File: config.mk
export PLATFORM = sky130hd
export DESIGN_NAME = fdbk_top
export DESIGN_NICKNAME = d
export VERILOG_FILES = /design/src/hw/fdbk_pkg.sv /design/src/hw/cordic_if.sv /design/src/hw/cordic_engine.sv /design/src/hw/cordic_arbiter.sv /design/src/hw/frame_capture.sv /design/src/hw/mp_ctrl.sv /design/src/hw/drive_serializer.sv /design/src/hw/fdbk_top.sv
export SDC_FILE = /design/constraint.sdc
export NUM_CORES = 2
export LEC_CHECK = 0
export BUFFER_PORTS_ARGS = -buffer_cell sky130_fd_sc_hd__buf_2
export CORE_MARGIN = 3
export CORE_UTILIZATION = 60
export DETAILED_ROUTE_END_ITERATION = 8
export PLACE_DENSITY = 0.76
export SYNTH_ARGS = -nofsm -noshare
export SYNTH_HDL_FRONTEND = slang
export SYNTH_SLANG_ARGS = --single-unit
export TNS_END_PERCENT = 1
File: constraint.sdc
create_clock -name clk -period 31.6 [get_ports clk]
set_input_delay 3.16 -clock clk [delete_from_list [all_inputs] [get_ports clk]]
set_output_delay 3.16 -clock clk [all_outputs]
set_load 0.02 [all_outputs]
File: src/hw/fdbk_pkg.sv
package fdbk_pkg;

	typedef logic signed [17:0] iq_t;   // Cartesian component or magnitude
	typedef logic signed [18:0] ph_t;   // Phase, full turn is 2^19
	typedef logic [7:0] gain_t;         // Unsigned loop gain
	typedef logic [1:0] evt_t;          // Clamp event flags

	typedef enum logic {
		vectoring,                      // (x, y) to magnitude and phase
		rotation                        // (x, 0) turned by z
	} cordic_mode_t;

	typedef enum logic [1:0] {
		idle,
		run,
		scale
	} cordic_state_t;

	localparam int EVT_HI = 0;          // Drive clamped at lim_hi
	localparam int EVT_LO = 1;          // Drive clamped at lim_lo

	localparam iq_t INV_GAIN = 18'sd79594;  // 1/K in Q0.17, K about 1.6468
	localparam ph_t HALF_TURN = 19'h40000;

	// atan(2^-i) scaled so that 2^19 is one full turn
	localparam ph_t ATAN_TABLE [18] = '{
		19'sd65536, 19'sd38688, 19'sd20442, 19'sd10377, 19'sd5208, 19'sd2607,
		19'sd1304, 19'sd652, 19'sd326, 19'sd163, 19'sd81, 19'sd41,
		19'sd20, 19'sd10, 19'sd5, 19'sd3, 19'sd1, 19'sd1
	};

endpackage

File: src/hw/cordic_if.sv
`timescale 1ns/100ps

interface cordic_if;
	// Request side, operands valid only while req is high
	logic                   req;
	fdbk_pkg::cordic_mode_t mode;
	fdbk_pkg::iq_t          x;
	fdbk_pkg::iq_t          y;
	fdbk_pkg::ph_t          z;
	// Result side, valid while done is high
	logic                   done;
	fdbk_pkg::iq_t          res_x;  // Magnitude or I
	fdbk_pkg::iq_t          res_y;  // Q in rotation mode
	fdbk_pkg::ph_t          res_z;  // Phase in vectoring mode

	modport requester (output req, mode, x, y, z, input done, res_x, res_y, res_z);

	modport engine (input req, mode, x, y, z, output done, res_x, res_y, res_z);

endinterface

File: src/hw/cordic_engine.sv
`timescale 1ns/100ps

module cordic_engine #(
	parameter int ITERATIONS = 16   // 12 to 18
) (
	input logic      clk,
	input logic      rst_n,
	cordic_if.engine cor
);
	localparam int W = 21;          // Three guard bits over iq_t

	fdbk_pkg::cordic_state_t state;
	fdbk_pkg::cordic_mode_t  mode;
	logic signed [W-1:0]     x, y;
	logic signed [W-1:0]     x_in, y_in;
	logic signed [W-1:0]     x_sh, y_sh;
	fdbk_pkg::ph_t           z;
	logic [4:0]              iter;
	logic                    left;  // Operand sits in the left half-plane
	logic                    neg;   // Rotate clockwise this step
	logic signed [W+17:0]    px, py;
	fdbk_pkg::ph_t           pz;
	logic                    prod_valid;

	// Round the Q0.17 product back to iq_t and saturate
	function automatic fdbk_pkg::iq_t sat_round(input logic signed [W+17:0] p);
		logic signed [W+17:0] r;
		r = (p + (1 <<< 16)) >>> 17;
		if (r > 39'sd131071)
			return 18'sh1ffff;
		else if (r < -39'sd131072)
			return 18'sh20000;
		return r[17:0];
	endfunction

	assign x_in = cor.x;            // Sign extend to working width
	assign y_in = cor.y;
	assign left = (cor.mode == fdbk_pkg::vectoring) ? cor.x[17] : (cor.z[18] ^ cor.z[17]);

	assign x_sh = x >>> iter;
	assign y_sh = y >>> iter;
	// Vectoring drives y to zero, rotation drives z to zero
	assign neg = (mode == fdbk_pkg::vectoring) ? ~y[W-1] : z[18];

	always_ff @(posedge clk or negedge rst_n) begin
		if (!rst_n) begin
			state      <= fdbk_pkg::idle;
			iter       <= '0;
			prod_valid <= 1'b0;
			cor.done   <= 1'b0;
		end else begin
			prod_valid <= (state == fdbk_pkg::scale);  // Product lands next cycle
			cor.done   <= prod_valid;
			case (state)
				fdbk_pkg::idle: if (cor.req) begin
					state <= fdbk_pkg::run;
					iter  <= '0;
				end
				fdbk_pkg::run: begin
					iter <= iter + 5'd1;
					if (iter == 5'(ITERATIONS - 1))
						state <= fdbk_pkg::scale;
				end
				default: state <= fdbk_pkg::idle;  // Scale lasts one cycle
			endcase
		end
	end

	always_ff @(posedge clk) begin
		case (state)
			fdbk_pkg::idle: if (cor.req) begin
				mode <= cor.mode;
				// Half-turn pre-rotation keeps the start angle within reach
				x <= left ? -x_in : x_in;
				y <= left ? -y_in : y_in;
				z <= left ? cor.z + fdbk_pkg::HALF_TURN : cor.z;
			end
			fdbk_pkg::run: begin
				if (neg) begin
					x <= x + y_sh;
					y <= y - x_sh;
					z <= z + fdbk_pkg::ATAN_TABLE[iter];
				end else begin
					x <= x - y_sh;
					y <= y + x_sh;
					z <= z - fdbk_pkg::ATAN_TABLE[iter];
				end
			end
			fdbk_pkg::scale: begin
				px <= x * fdbk_pkg::INV_GAIN;  // Remove CORDIC gain
				py <= y * fdbk_pkg::INV_GAIN;
				pz <= z;
			end
			default: ;
		endcase
		if (prod_valid) begin
			cor.res_x <= sat_round(px);
			cor.res_y <= sat_round(py);
			cor.res_z <= pz;
		end
	end

endmodule

File: src/hw/cordic_arbiter.sv
`timescale 1ns/100ps

module cordic_arbiter (
	input logic         clk,
	input logic         rst_n,
	cordic_if.engine    req_a,  // From frame_capture
	cordic_if.engine    req_b,  // From mp_ctrl, higher priority
	cordic_if.requester eng
);
	logic                   pend_a, pend_b;
	logic                   busy;
	logic                   owner;  // 1 when req_b owns the running job
	logic                   grant_a, grant_b;
	fdbk_pkg::cordic_mode_t mode_a, mode_b;
	fdbk_pkg::iq_t          x_a, y_a, x_b, y_b;
	fdbk_pkg::ph_t          z_a, z_b;

	assign grant_b = !busy && pend_b;
	assign grant_a = !busy && pend_a && !pend_b;

	always_ff @(posedge clk or negedge rst_n) begin
		if (!rst_n) begin
			pend_a  <= 1'b0;
			pend_b  <= 1'b0;
			busy    <= 1'b0;
			owner   <= 1'b0;
			eng.req <= 1'b0;
		end else begin
			pend_a  <= (pend_a && !grant_a) || req_a.req;  // New request wins over clear
			pend_b  <= (pend_b && !grant_b) || req_b.req;
			eng.req <= grant_a || grant_b;
			if (grant_a || grant_b) begin
				busy  <= 1'b1;
				owner <= grant_b;
			end else if (eng.done) begin
				busy <= 1'b0;
			end
		end
	end

	// Pending operand slots and forwarding mux
	always_ff @(posedge clk) begin
		if (req_a.req) begin
			mode_a <= req_a.mode;
			x_a    <= req_a.x;
			y_a    <= req_a.y;
			z_a    <= req_a.z;
		end
		if (req_b.req) begin
			mode_b <= req_b.mode;
			x_b    <= req_b.x;
			y_b    <= req_b.y;
			z_b    <= req_b.z;
		end
		if (grant_b) begin
			eng.mode <= mode_b;
			eng.x    <= x_b;
			eng.y    <= y_b;
			eng.z    <= z_b;
		end else if (grant_a) begin
			eng.mode <= mode_a;
			eng.x    <= x_a;
			eng.y    <= y_a;
			eng.z    <= z_a;
		end
	end

	assign req_a.done  = eng.done && !owner;  // Only the owner sees done
	assign req_b.done  = eng.done && owner;
	assign req_a.res_x = eng.res_x;
	assign req_a.res_y = eng.res_y;
	assign req_a.res_z = eng.res_z;
	assign req_b.res_x = eng.res_x;
	assign req_b.res_y = eng.res_y;
	assign req_b.res_z = eng.res_z;

endmodule

File: src/hw/frame_capture.sv
`timescale 1ns/100ps

module frame_capture (
	input logic          clk,
	input logic          rst_n,
	input logic          in_valid,
	input logic          in_iq,   // High on the I sample
	input fdbk_pkg::iq_t in_xy,
	cordic_if.requester  cor
);
	logic          have_i;        // Previous cycle carried an I sample
	logic          take_q;
	fdbk_pkg::iq_t i_hold;

	// Q pairs only with an I on the cycle just before
	assign take_q = in_valid && !in_iq && have_i;

	always_ff @(posedge clk or negedge rst_n) begin
		if (!rst_n) begin
			have_i  <= 1'b0;
			cor.req <= 1'b0;
		end else begin
			have_i  <= in_valid && in_iq;
			cor.req <= take_q;    // One cycle after Q
		end
	end

	always_ff @(posedge clk) begin
		if (in_valid && in_iq)
			i_hold <= in_xy;
		if (take_q) begin
			cor.x <= i_hold;
			cor.y <= in_xy;
		end
	end

	assign cor.mode = fdbk_pkg::vectoring;
	assign cor.z    = '0;           // Phase result starts from zero

endmodule

File: src/hw/mp_ctrl.sv
`timescale 1ns/100ps

module mp_ctrl #(
	parameter int GAIN_SHIFT = 6
) (
	input logic            clk,
	input logic            rst_n,
	cordic_if.requester    cor_in,     // Capture bus, only done and results read
	cordic_if.requester    cor_out,    // Rotation request
	input logic            chirp_en,
	input fdbk_pkg::iq_t   chirp_amp,
	input fdbk_pkg::ph_t   chirp_ph,
	input fdbk_pkg::iq_t   set_mag,
	input fdbk_pkg::ph_t   set_ph,
	input fdbk_pkg::gain_t gain_mag,
	input fdbk_pkg::gain_t gain_ph,
	input fdbk_pkg::iq_t   lim_hi,
	input fdbk_pkg::iq_t   lim_lo,
	output fdbk_pkg::evt_t cmp_event
);
	logic signed [18:0] mag_err;
	logic signed [27:0] mag_prod;
	logic signed [28:0] mag_sum;       // Unclamped drive magnitude
	fdbk_pkg::ph_t      ph_err;
	logic signed [27:0] ph_prod;
	fdbk_pkg::ph_t      ph_sum;
	fdbk_pkg::iq_t      drv_mag;
	fdbk_pkg::evt_t     drv_evt;

	// Magnitude term, error kept one bit wider than iq_t
	assign mag_err  = set_mag - cor_in.res_x;
	assign mag_prod = mag_err * $signed({1'b0, gain_mag});
	assign mag_sum  = set_mag + (mag_prod >>> GAIN_SHIFT);

	// Phase term wraps modulo a full turn
	assign ph_err  = set_ph - cor_in.res_z;
	assign ph_prod = ph_err * $signed({1'b0, gain_ph});
	assign ph_sum  = set_ph + fdbk_pkg::ph_t'(ph_prod >>> GAIN_SHIFT);

	always_comb begin
		drv_evt = '0;
		if (mag_sum > lim_hi) begin
			drv_mag                  = lim_hi;
			drv_evt[fdbk_pkg::EVT_HI] = 1'b1;
		end else if (mag_sum < lim_lo) begin
			drv_mag                  = lim_lo;
			drv_evt[fdbk_pkg::EVT_LO] = 1'b1;
		end else begin
			drv_mag = fdbk_pkg::iq_t'(mag_sum);
		end
	end

	always_ff @(posedge clk or negedge rst_n) begin
		if (!rst_n) begin
			cor_out.req <= 1'b0;
			cmp_event   <= '0;
		end else begin
			cor_out.req <= cor_in.done;   // Rotation one cycle after vectoring done
			if (cor_in.done)
				cmp_event <= chirp_en ? '0 : drv_evt;  // No flags in chirp
		end
	end

	always_ff @(posedge clk) begin
		if (cor_in.done) begin
			cor_out.x <= chirp_en ? chirp_amp : drv_mag;
			cor_out.z <= chirp_en ? chirp_ph : ph_sum;
		end
	end

	assign cor_out.y    = '0;
	assign cor_out.mode = fdbk_pkg::rotation;

endmodule

File: src/hw/drive_serializer.sv
`timescale 1ns/100ps

module drive_serializer (
	input logic           clk,
	input logic           rst_n,
	cordic_if.requester   cor,        // Rotation bus, done side only
	output logic          out_valid,
	output logic          out_iq,     // High while out_xy carries I
	output fdbk_pkg::iq_t out_xy
);
	logic          second;            // Q cycle of the pair
	fdbk_pkg::iq_t q_hold;

	always_ff @(posedge clk or negedge rst_n) begin
		if (!rst_n) begin
			second    <= 1'b0;
			out_valid <= 1'b0;
			out_iq    <= 1'b0;
		end else begin
			second    <= cor.done;
			out_valid <= cor.done || second;  // Two-cycle pair
			out_iq    <= cor.done;
		end
	end

	always_ff @(posedge clk) begin
		if (cor.done) begin
			out_xy <= cor.res_x;          // I first
			q_hold <= cor.res_y;
		end else if (second) begin
			out_xy <= q_hold;
		end
	end

endmodule

File: src/hw/fdbk_top.sv
`timescale 1ns/100ps

module fdbk_top #(
	parameter int ITERATIONS = 16,   // CORDIC iterations, 12 to 18
	parameter int GAIN_SHIFT = 6     // Downshift of gain products
) (
	input logic            clk,
	input logic            rst_n,
	input logic            in_valid,
	input logic            in_iq,
	input fdbk_pkg::iq_t   in_xy,
	input logic            chirp_en,
	input fdbk_pkg::iq_t   chirp_amp,
	input fdbk_pkg::ph_t   chirp_ph,
	input fdbk_pkg::iq_t   set_mag,
	input fdbk_pkg::ph_t   set_ph,
	input fdbk_pkg::gain_t gain_mag,
	input fdbk_pkg::gain_t gain_ph,
	input fdbk_pkg::iq_t   lim_hi,
	input fdbk_pkg::iq_t   lim_lo,
	output logic           out_valid,
	output logic           out_iq,
	output fdbk_pkg::iq_t  out_xy,
	output fdbk_pkg::evt_t cmp_event
);
	cordic_if cap_bus ();   // Capture to arbiter, vectoring
	cordic_if ctl_bus ();   // Controller to arbiter, rotation
	cordic_if eng_bus ();   // Arbiter to shared engine

	frame_capture frame_capture_inst (.clk(clk), .rst_n(rst_n), .in_valid(in_valid),
		.in_iq(in_iq), .in_xy(in_xy), .cor(cap_bus));

	mp_ctrl #(.GAIN_SHIFT(GAIN_SHIFT)) mp_ctrl_inst (.clk(clk), .rst_n(rst_n),
		.cor_in(cap_bus), .cor_out(ctl_bus), .chirp_en(chirp_en), .chirp_amp(chirp_amp),
		.chirp_ph(chirp_ph), .set_mag(set_mag), .set_ph(set_ph), .gain_mag(gain_mag),
		.gain_ph(gain_ph), .lim_hi(lim_hi), .lim_lo(lim_lo), .cmp_event(cmp_event));

	cordic_arbiter cordic_arbiter_inst (.clk(clk), .rst_n(rst_n), .req_a(cap_bus),
		.req_b(ctl_bus), .eng(eng_bus));

	cordic_engine #(.ITERATIONS(ITERATIONS)) cordic_engine_inst (.clk(clk), .rst_n(rst_n),
		.cor(eng_bus));

	// Listens to the rotation result on the controller bus
	drive_serializer drive_serializer_inst (.clk(clk), .rst_n(rst_n), .cor(ctl_bus),
		.out_valid(out_valid), .out_iq(out_iq), .out_xy(out_xy));

endmodule

---- Word level (Yosys, flattened, before mapping) ----
Memories as Yosys holds them, arrays and structs flattened.
Index checks and enable logic that the tools add are counted.
operators by class
  $add $sub $neg .......................... 16
  multipliers ............................. 4
  order comparisons ....................... 7
  equality and inequality tests ........... 5
  shift-type cells ........................ 2
  mux-type cells .......................... 51
  bitwise operators ....................... 3
  reductions and logical operators ........ 28
operators by type and width
  kind                    number
  $mux 18                 14
  $mux 19                 8
  $mux 21                 6
  $pmux 21 s2             2
  $add 39x18->39 const B  2
  $mul 21x17->38 const B  2
  $gt 22x18->1 const B    2
  $lt 22x18->1 const B    2
  $add 21x21->21          2
  $neg 18->21             2
  $sshr 21x5->21          2
  $sub 21x21->21          2
  $add 19x19->19          2
  $pmux 19 s2             1
  $sub 19x19->19          2
  $mul 19x9->28           1
  $mul 19x9->25           1
  $add 18x22->23          1
  $gt 23x18->1            1
  $lt 23x18->1            1
  $add 19x19->19 const B  1
  $sub 18x18->19          1
  $mux 1                  14
  $logic_and 1x1->1       10
  19 further kinds        34
word-level totals
  register bits after elaboration ......... 489
  memory bits (read-only) ................. 608
  input port bits ......................... 149
  output and inout bits ................... 22
  word-level logic and storage cells ...... 157
  memories ................................ 1
memory list
  memory            words  width  read ports  clocked after memory_dff  write ports  line                 source
  (name not given)  32     19     1           0                         0            cordic_engine.sv:82  z <= z + fdbk_pkg::ATAN_TABLE[iter];

---- Logic depth before layout (Yosys ltp) ----
  word-level depth ........................ 7
  gate-level depth with buffers ........... 55
  mapped depth without buffers ............ 52

---- Worst setup path after synthesis ----
Ideal clock, no wire load.
  path kind ............................... input -> register
  start point ............................. input set_mag[0]
  end point ............................... register mp_ctrl_inst.cor_out.x[16], data pin
  library setup time ...................... 0.180 ns
  arrival ................................. 13.231 ns
  data required time ...................... 31.420 ns
  slack ................................... 18.189 ns
  cell stages on the path ................. 50
  path buffers ............................ 2
  cell sequence ........................... inv_1 ha_1 inv_1 fa_1 a21o_1 a21oi_1 o21ai_0 a21oi_1 o21ai_0 a21oi_1 o21bai_1 a2111o_1 nand2_1 xnor2_1 nand2_1 fa_1 inv_1 fa_1 [... 14 more ...] nand2b_1 a21oi_1 inv_1 a31oi_1 a31oi_1 o21ai_0 a2111oi_0 nand4b_1 ha_1 nand4_1 nor3_1 inv_1 nor4_1 or3_1 clkbuf_1 buf_1 nor3_1 a221oi_1
between the ends
  longest elaborated chain between the ends .. 7
  elaborated cells between the ends (all ways) .. 8
  classes of those cells .................. add/sub: 2; mul: 1; order compare: 2; mux: 3
RTL lines
  element               line             source
  from (decl)           fdbk_top.sv:15   input fdbk_pkg::iq_t set_mag,
  $sub 18x18->19        mp_ctrl.sv:31    assign mag_err = set_mag - cor_in.res_x;
  $mul 19x9->28         mp_ctrl.sv:32    assign mag_prod = mag_err * $signed({1'b0, gain_mag});
  $add 18x22->23 (*)    mp_ctrl.sv:33    assign mag_sum = set_mag + (mag_prod >>> GAIN_SHIFT);
  $lt 23x18->1          mp_ctrl.sv:45    end else if (mag_sum < lim_lo) begin
  $mux 18               mp_ctrl.sv:45
  $mux 18 (*)           mp_ctrl.sv:42    if (mag_sum > lim_hi) begin
  $mux 18 (*)           mp_ctrl.sv:66    cor_out.x <= chirp_en ? chirp_amp : drv_mag;
  to (signal assigned)  mp_ctrl.sv:66
  to (decl)             cordic_if.sv:16  modport requester (output req, mode, x, y, z, input done, res_x, res_y, res_z);
Every way passes the cells marked *; elsewhere a longest branch is shown, timed or not.
A chain may end at the register's enable or synchronous reset.

---- Final worst setup path ----
  start point ............................. input set_mag[1]
  end point ............................... register mp_ctrl_inst.cor_out.x[4], data pin
The elaborated chain is that of the path after synthesis.

==> results summary <==
The run finished with clean final reports. In this run the vertical extent of the chip is 302 um. The row count is 107. In the layout the commonest cells are sky130_fd_sc_hd__inv_1, sky130_fd_sc_hd__ha_1, sky130_fd_sc_hd__fa_1. The total die area is 91000 um2. The number of resized instances in the post-cts repair step came out at 0.

Among the stages of the critical path, the cell type that occurs most often is sky130_fd_sc_hd__o21ai_0. Dividing the detail-routed wire length by the instance count gives 20.0 um. The worst setup path is captured at a flip-flop. For the worst setup path, the data required time is 31950 ps. The worst path in the final design needs a cycle of 14650 ps, including I/O delays and setup. The wire length after detailed routing came out at 131000 um.

In this run the number of H-tree levels came out at 2. The transition time at the pin with the least slew margin came out at 1030 ps. The top flip-flop cell by instance count after synthesis is sky130_fd_sc_hd__edfxtp_1. The via count of the first global-routing pass was 38.8k. The total count of max-transition violations in the final report is 0. The horizontal die dimension came out at 302 um. Once the floorplan was initialized, standard cells occupied 61.0% of the core.

The stage delay of the slowest cell on the critical path came out at 890 ps. The first detailed-routing pass ran for 5 iterations. The final number of hold-violating endpoints is 0. The core outline area came out at 85900 um2.

The combined global-route utilization of all metal layers came out at 29.3%. STA classifies the critical path startpoint as an input pin. The routability congestion estimate is 0.937. The post-synthesis cell area is 52500 um2. The upper clock frequency limit came out at 68.3 MHz. The final total negative setup slack came out at 0 ps. The overall overflow remaining after global route is 0. The HPWL after detailed placement is 104000 um.

Measured on the finished design, the core utilization comes to 65.3%. The max-slew headroom at the worst pin is 30.8%. The total setup buffers inserted after CTS came out at 0.

On the final layout, the worst clock skew is 48.9 ps. Across the run, the number of max-cap violations was 0. The number of violations reported at the end of detailed-routing iteration 0 is 2991. The first-pass GRT wire length came out at 208000 um. The number of nets with antenna violations after detailed routing came out at 0. The fraction of final layout cells with drive strength greater than 1 came out at 7.65%. The number of top-level pins is 171.

The per-cell via count in the routed design is 5.84. Summing the sequential cell areas from Yosys gives 26.1% of the chip area. The number of nets at the end of the flow came out at 6638. Averaged over all synthesized cells, the footprint is 10.1 um2.

The total non-filler cell area in the finished layout came out at 56100 um2. The synthesis-stage register bit count is 459. In this run the register-to-register setup slack is 19120 ps. The portion of the clock cycle consumed by the worst path in the final layout is 46.4%. The count of different cell masters after synthesis came out at 96.

The worst hold path belongs to the class flip-flop to flip-flop. The number of synthesized flops with an enable pin is 438. The critical path class is input pin to flip-flop. The instance area after placement is 54500 um2. The count of port buffers added during placement is 170. Setup repair after global routing left no endpoint under its margin. The largest net degree at the start of global routing is 87. The area overhead of the layout relative to synthesis is 6.99%. The hold buffer count at CTS came out at 0. The worst slack after detailed placement is 16580 ps.

The critical path data arrival time came out at 15000 ps. The DRC violations left is 0. In the synthesized netlist, the number of instances is 5200. The number of setup violations in the final report is 0. The post-layout worst setup margin came out at 16950 ps. The tree is rooted in a sky130_fd_sc_hd__clkbuf_16. Summing over every cut layer, the via total after detailed routing is 38.1k. The number of nets produced by synthesis came out at 6504. The top fanout value on the critical path is 19. TritonCTS built the clock tree.

Leaving out fill and tap cells, the most frequent cell in the layout is sky130_fd_sc_hd__inv_1. The synthesis warning total came out at 0. The clock latency on the worst-skew pair is 620 ps.

The largest individual stage delay along the critical path comes from the cell sky130_fd_sc_hd__nor4_1. The maximum clock path buffer count came out at 3. The number of antenna violations at the first check in global routing came to 7. The async set-or-reset flop fraction in the synthesized netlist is 4.58%. The TritonCTS buffer count came out at 48. After clock tree synthesis, the clock-pin slew on the worst setup and hold paths is 60 ps.

The number of clock sinks seen by CTS came out at 459.
[cell usage after synthesis, types with 72 or more instances]
master	instances	share of area (%)
sky130_fd_sc_hd__o21ai_0	218	2.1
sky130_fd_sc_hd__inv_1	1018	7.3
sky130_fd_sc_hd__nor2_1	219	1.6
sky130_fd_sc_hd__clkbuf_1	89	0.64
sky130_fd_sc_hd__nor3_1	79	0.75
sky130_fd_sc_hd__nand2_1	380	2.7
sky130_fd_sc_hd__fa_1	558	21
sky130_fd_sc_hd__a21oi_1	167	1.6
sky130_fd_sc_hd__a21o_1	72	1.0
sky130_fd_sc_hd__xor2_1	105	1.8
sky130_fd_sc_hd__nand3_1	90	0.86
sky130_fd_sc_hd__xnor2_1	189	3.2
sky130_fd_sc_hd__ha_1	597	14
sky130_fd_sc_hd__edfxtp_1	438	25
sky130_fd_sc_hd__and2_1	191	2.3
[routing by layer]
layer  vias up  part of all wire (%)  track usage (%)
met5         -                 0.018                0
met4         4                   3.9             10.0
met3       258                   7.6             3.93
met2      1431                    47             48.8
met1     18800                    41             39.6
li1      17600                     -                -
[flip-flops by register name (all words and copies together) (netlist names), 19 cells and up]
signal,cells
cordic_arbiter_inst.eng.z,19
cordic_arbiter_inst.z_b,19
cordic_engine_inst.cor.res_z,19
cordic_engine_inst.px,23
cordic_engine_inst.py,23
cordic_engine_inst.pz,19
cordic_engine_inst.x,21
cordic_engine_inst.y,21
cordic_engine_inst.z,19
mp_ctrl_inst.cor_out.z,19
[critical path, delay by kind of cell]
| family | cells | cell delay, ps |
|---|---|---|
| buffers and inverters | 6 | 470 |
| xor gates and xnor gates | 2 | 620 |
| and+or+nand+nor | 13 | 3300 |
| adders and majority gates | 8 | 3070 |
| AOI/OAI and AO/OA | 20 | 4350 |
[per-stage QoR]
stage                     std cells  hold WS [ps]
after floorplan                5200           400
after global placement         6428           400
after detailed placement       6428           405
after CTS                      6518           415
after global routing           6518           421
final                          6520           414
[cell families after synthesis]
family	count (synthesis)	synth area share, %
adders and majority gates	1155	35.5
muxes	117	3.60
xor gates and xnor gates	295	4.95
AOI/OAI and AO/OA	795	9.88
buffers and inverters	1146	8.32
DFF	459	26.1
and+or+nand+nor	1233	11.6
[final timing paths]
path | startpoint | endpoint | cells after the start
setup / recovery | set_mag[1] | mp_ctrl_inst.cor_out.x[4] | 49
hold / removal | frame_capture_inst.cor.y[13] | cordic_arbiter_inst.y_a[13] | 0
setup reg to reg | cordic_engine_inst.cor.res_x[0] | mp_ctrl_inst.cor_out.x[4] | 47
hold reg to reg | frame_capture_inst.cor.y[13] | cordic_arbiter_inst.y_a[13] | 0
max in group asynchronous | rst_n | cordic_engine_inst.iter[0] | 1
min in group asynchronous | rst_n | cordic_engine_inst.iter[3] | 1
[area by class of cell]
cell class,count,area (um2)
Fill cell,6804,29800
Antenna cell,2,5.00
Timing Repair Buffer,206,1120
Clock buffer,56,1260
Tap cell,1144,1430
Sequential cell,459,13700
Multi-Input combinational cell,3595,34500
Clock inverter,34,324
Inverter,1024,3840
Power is not shown: default switching activity piles up to over one toggle a cycle in this logic, so the estimate is an artifact.
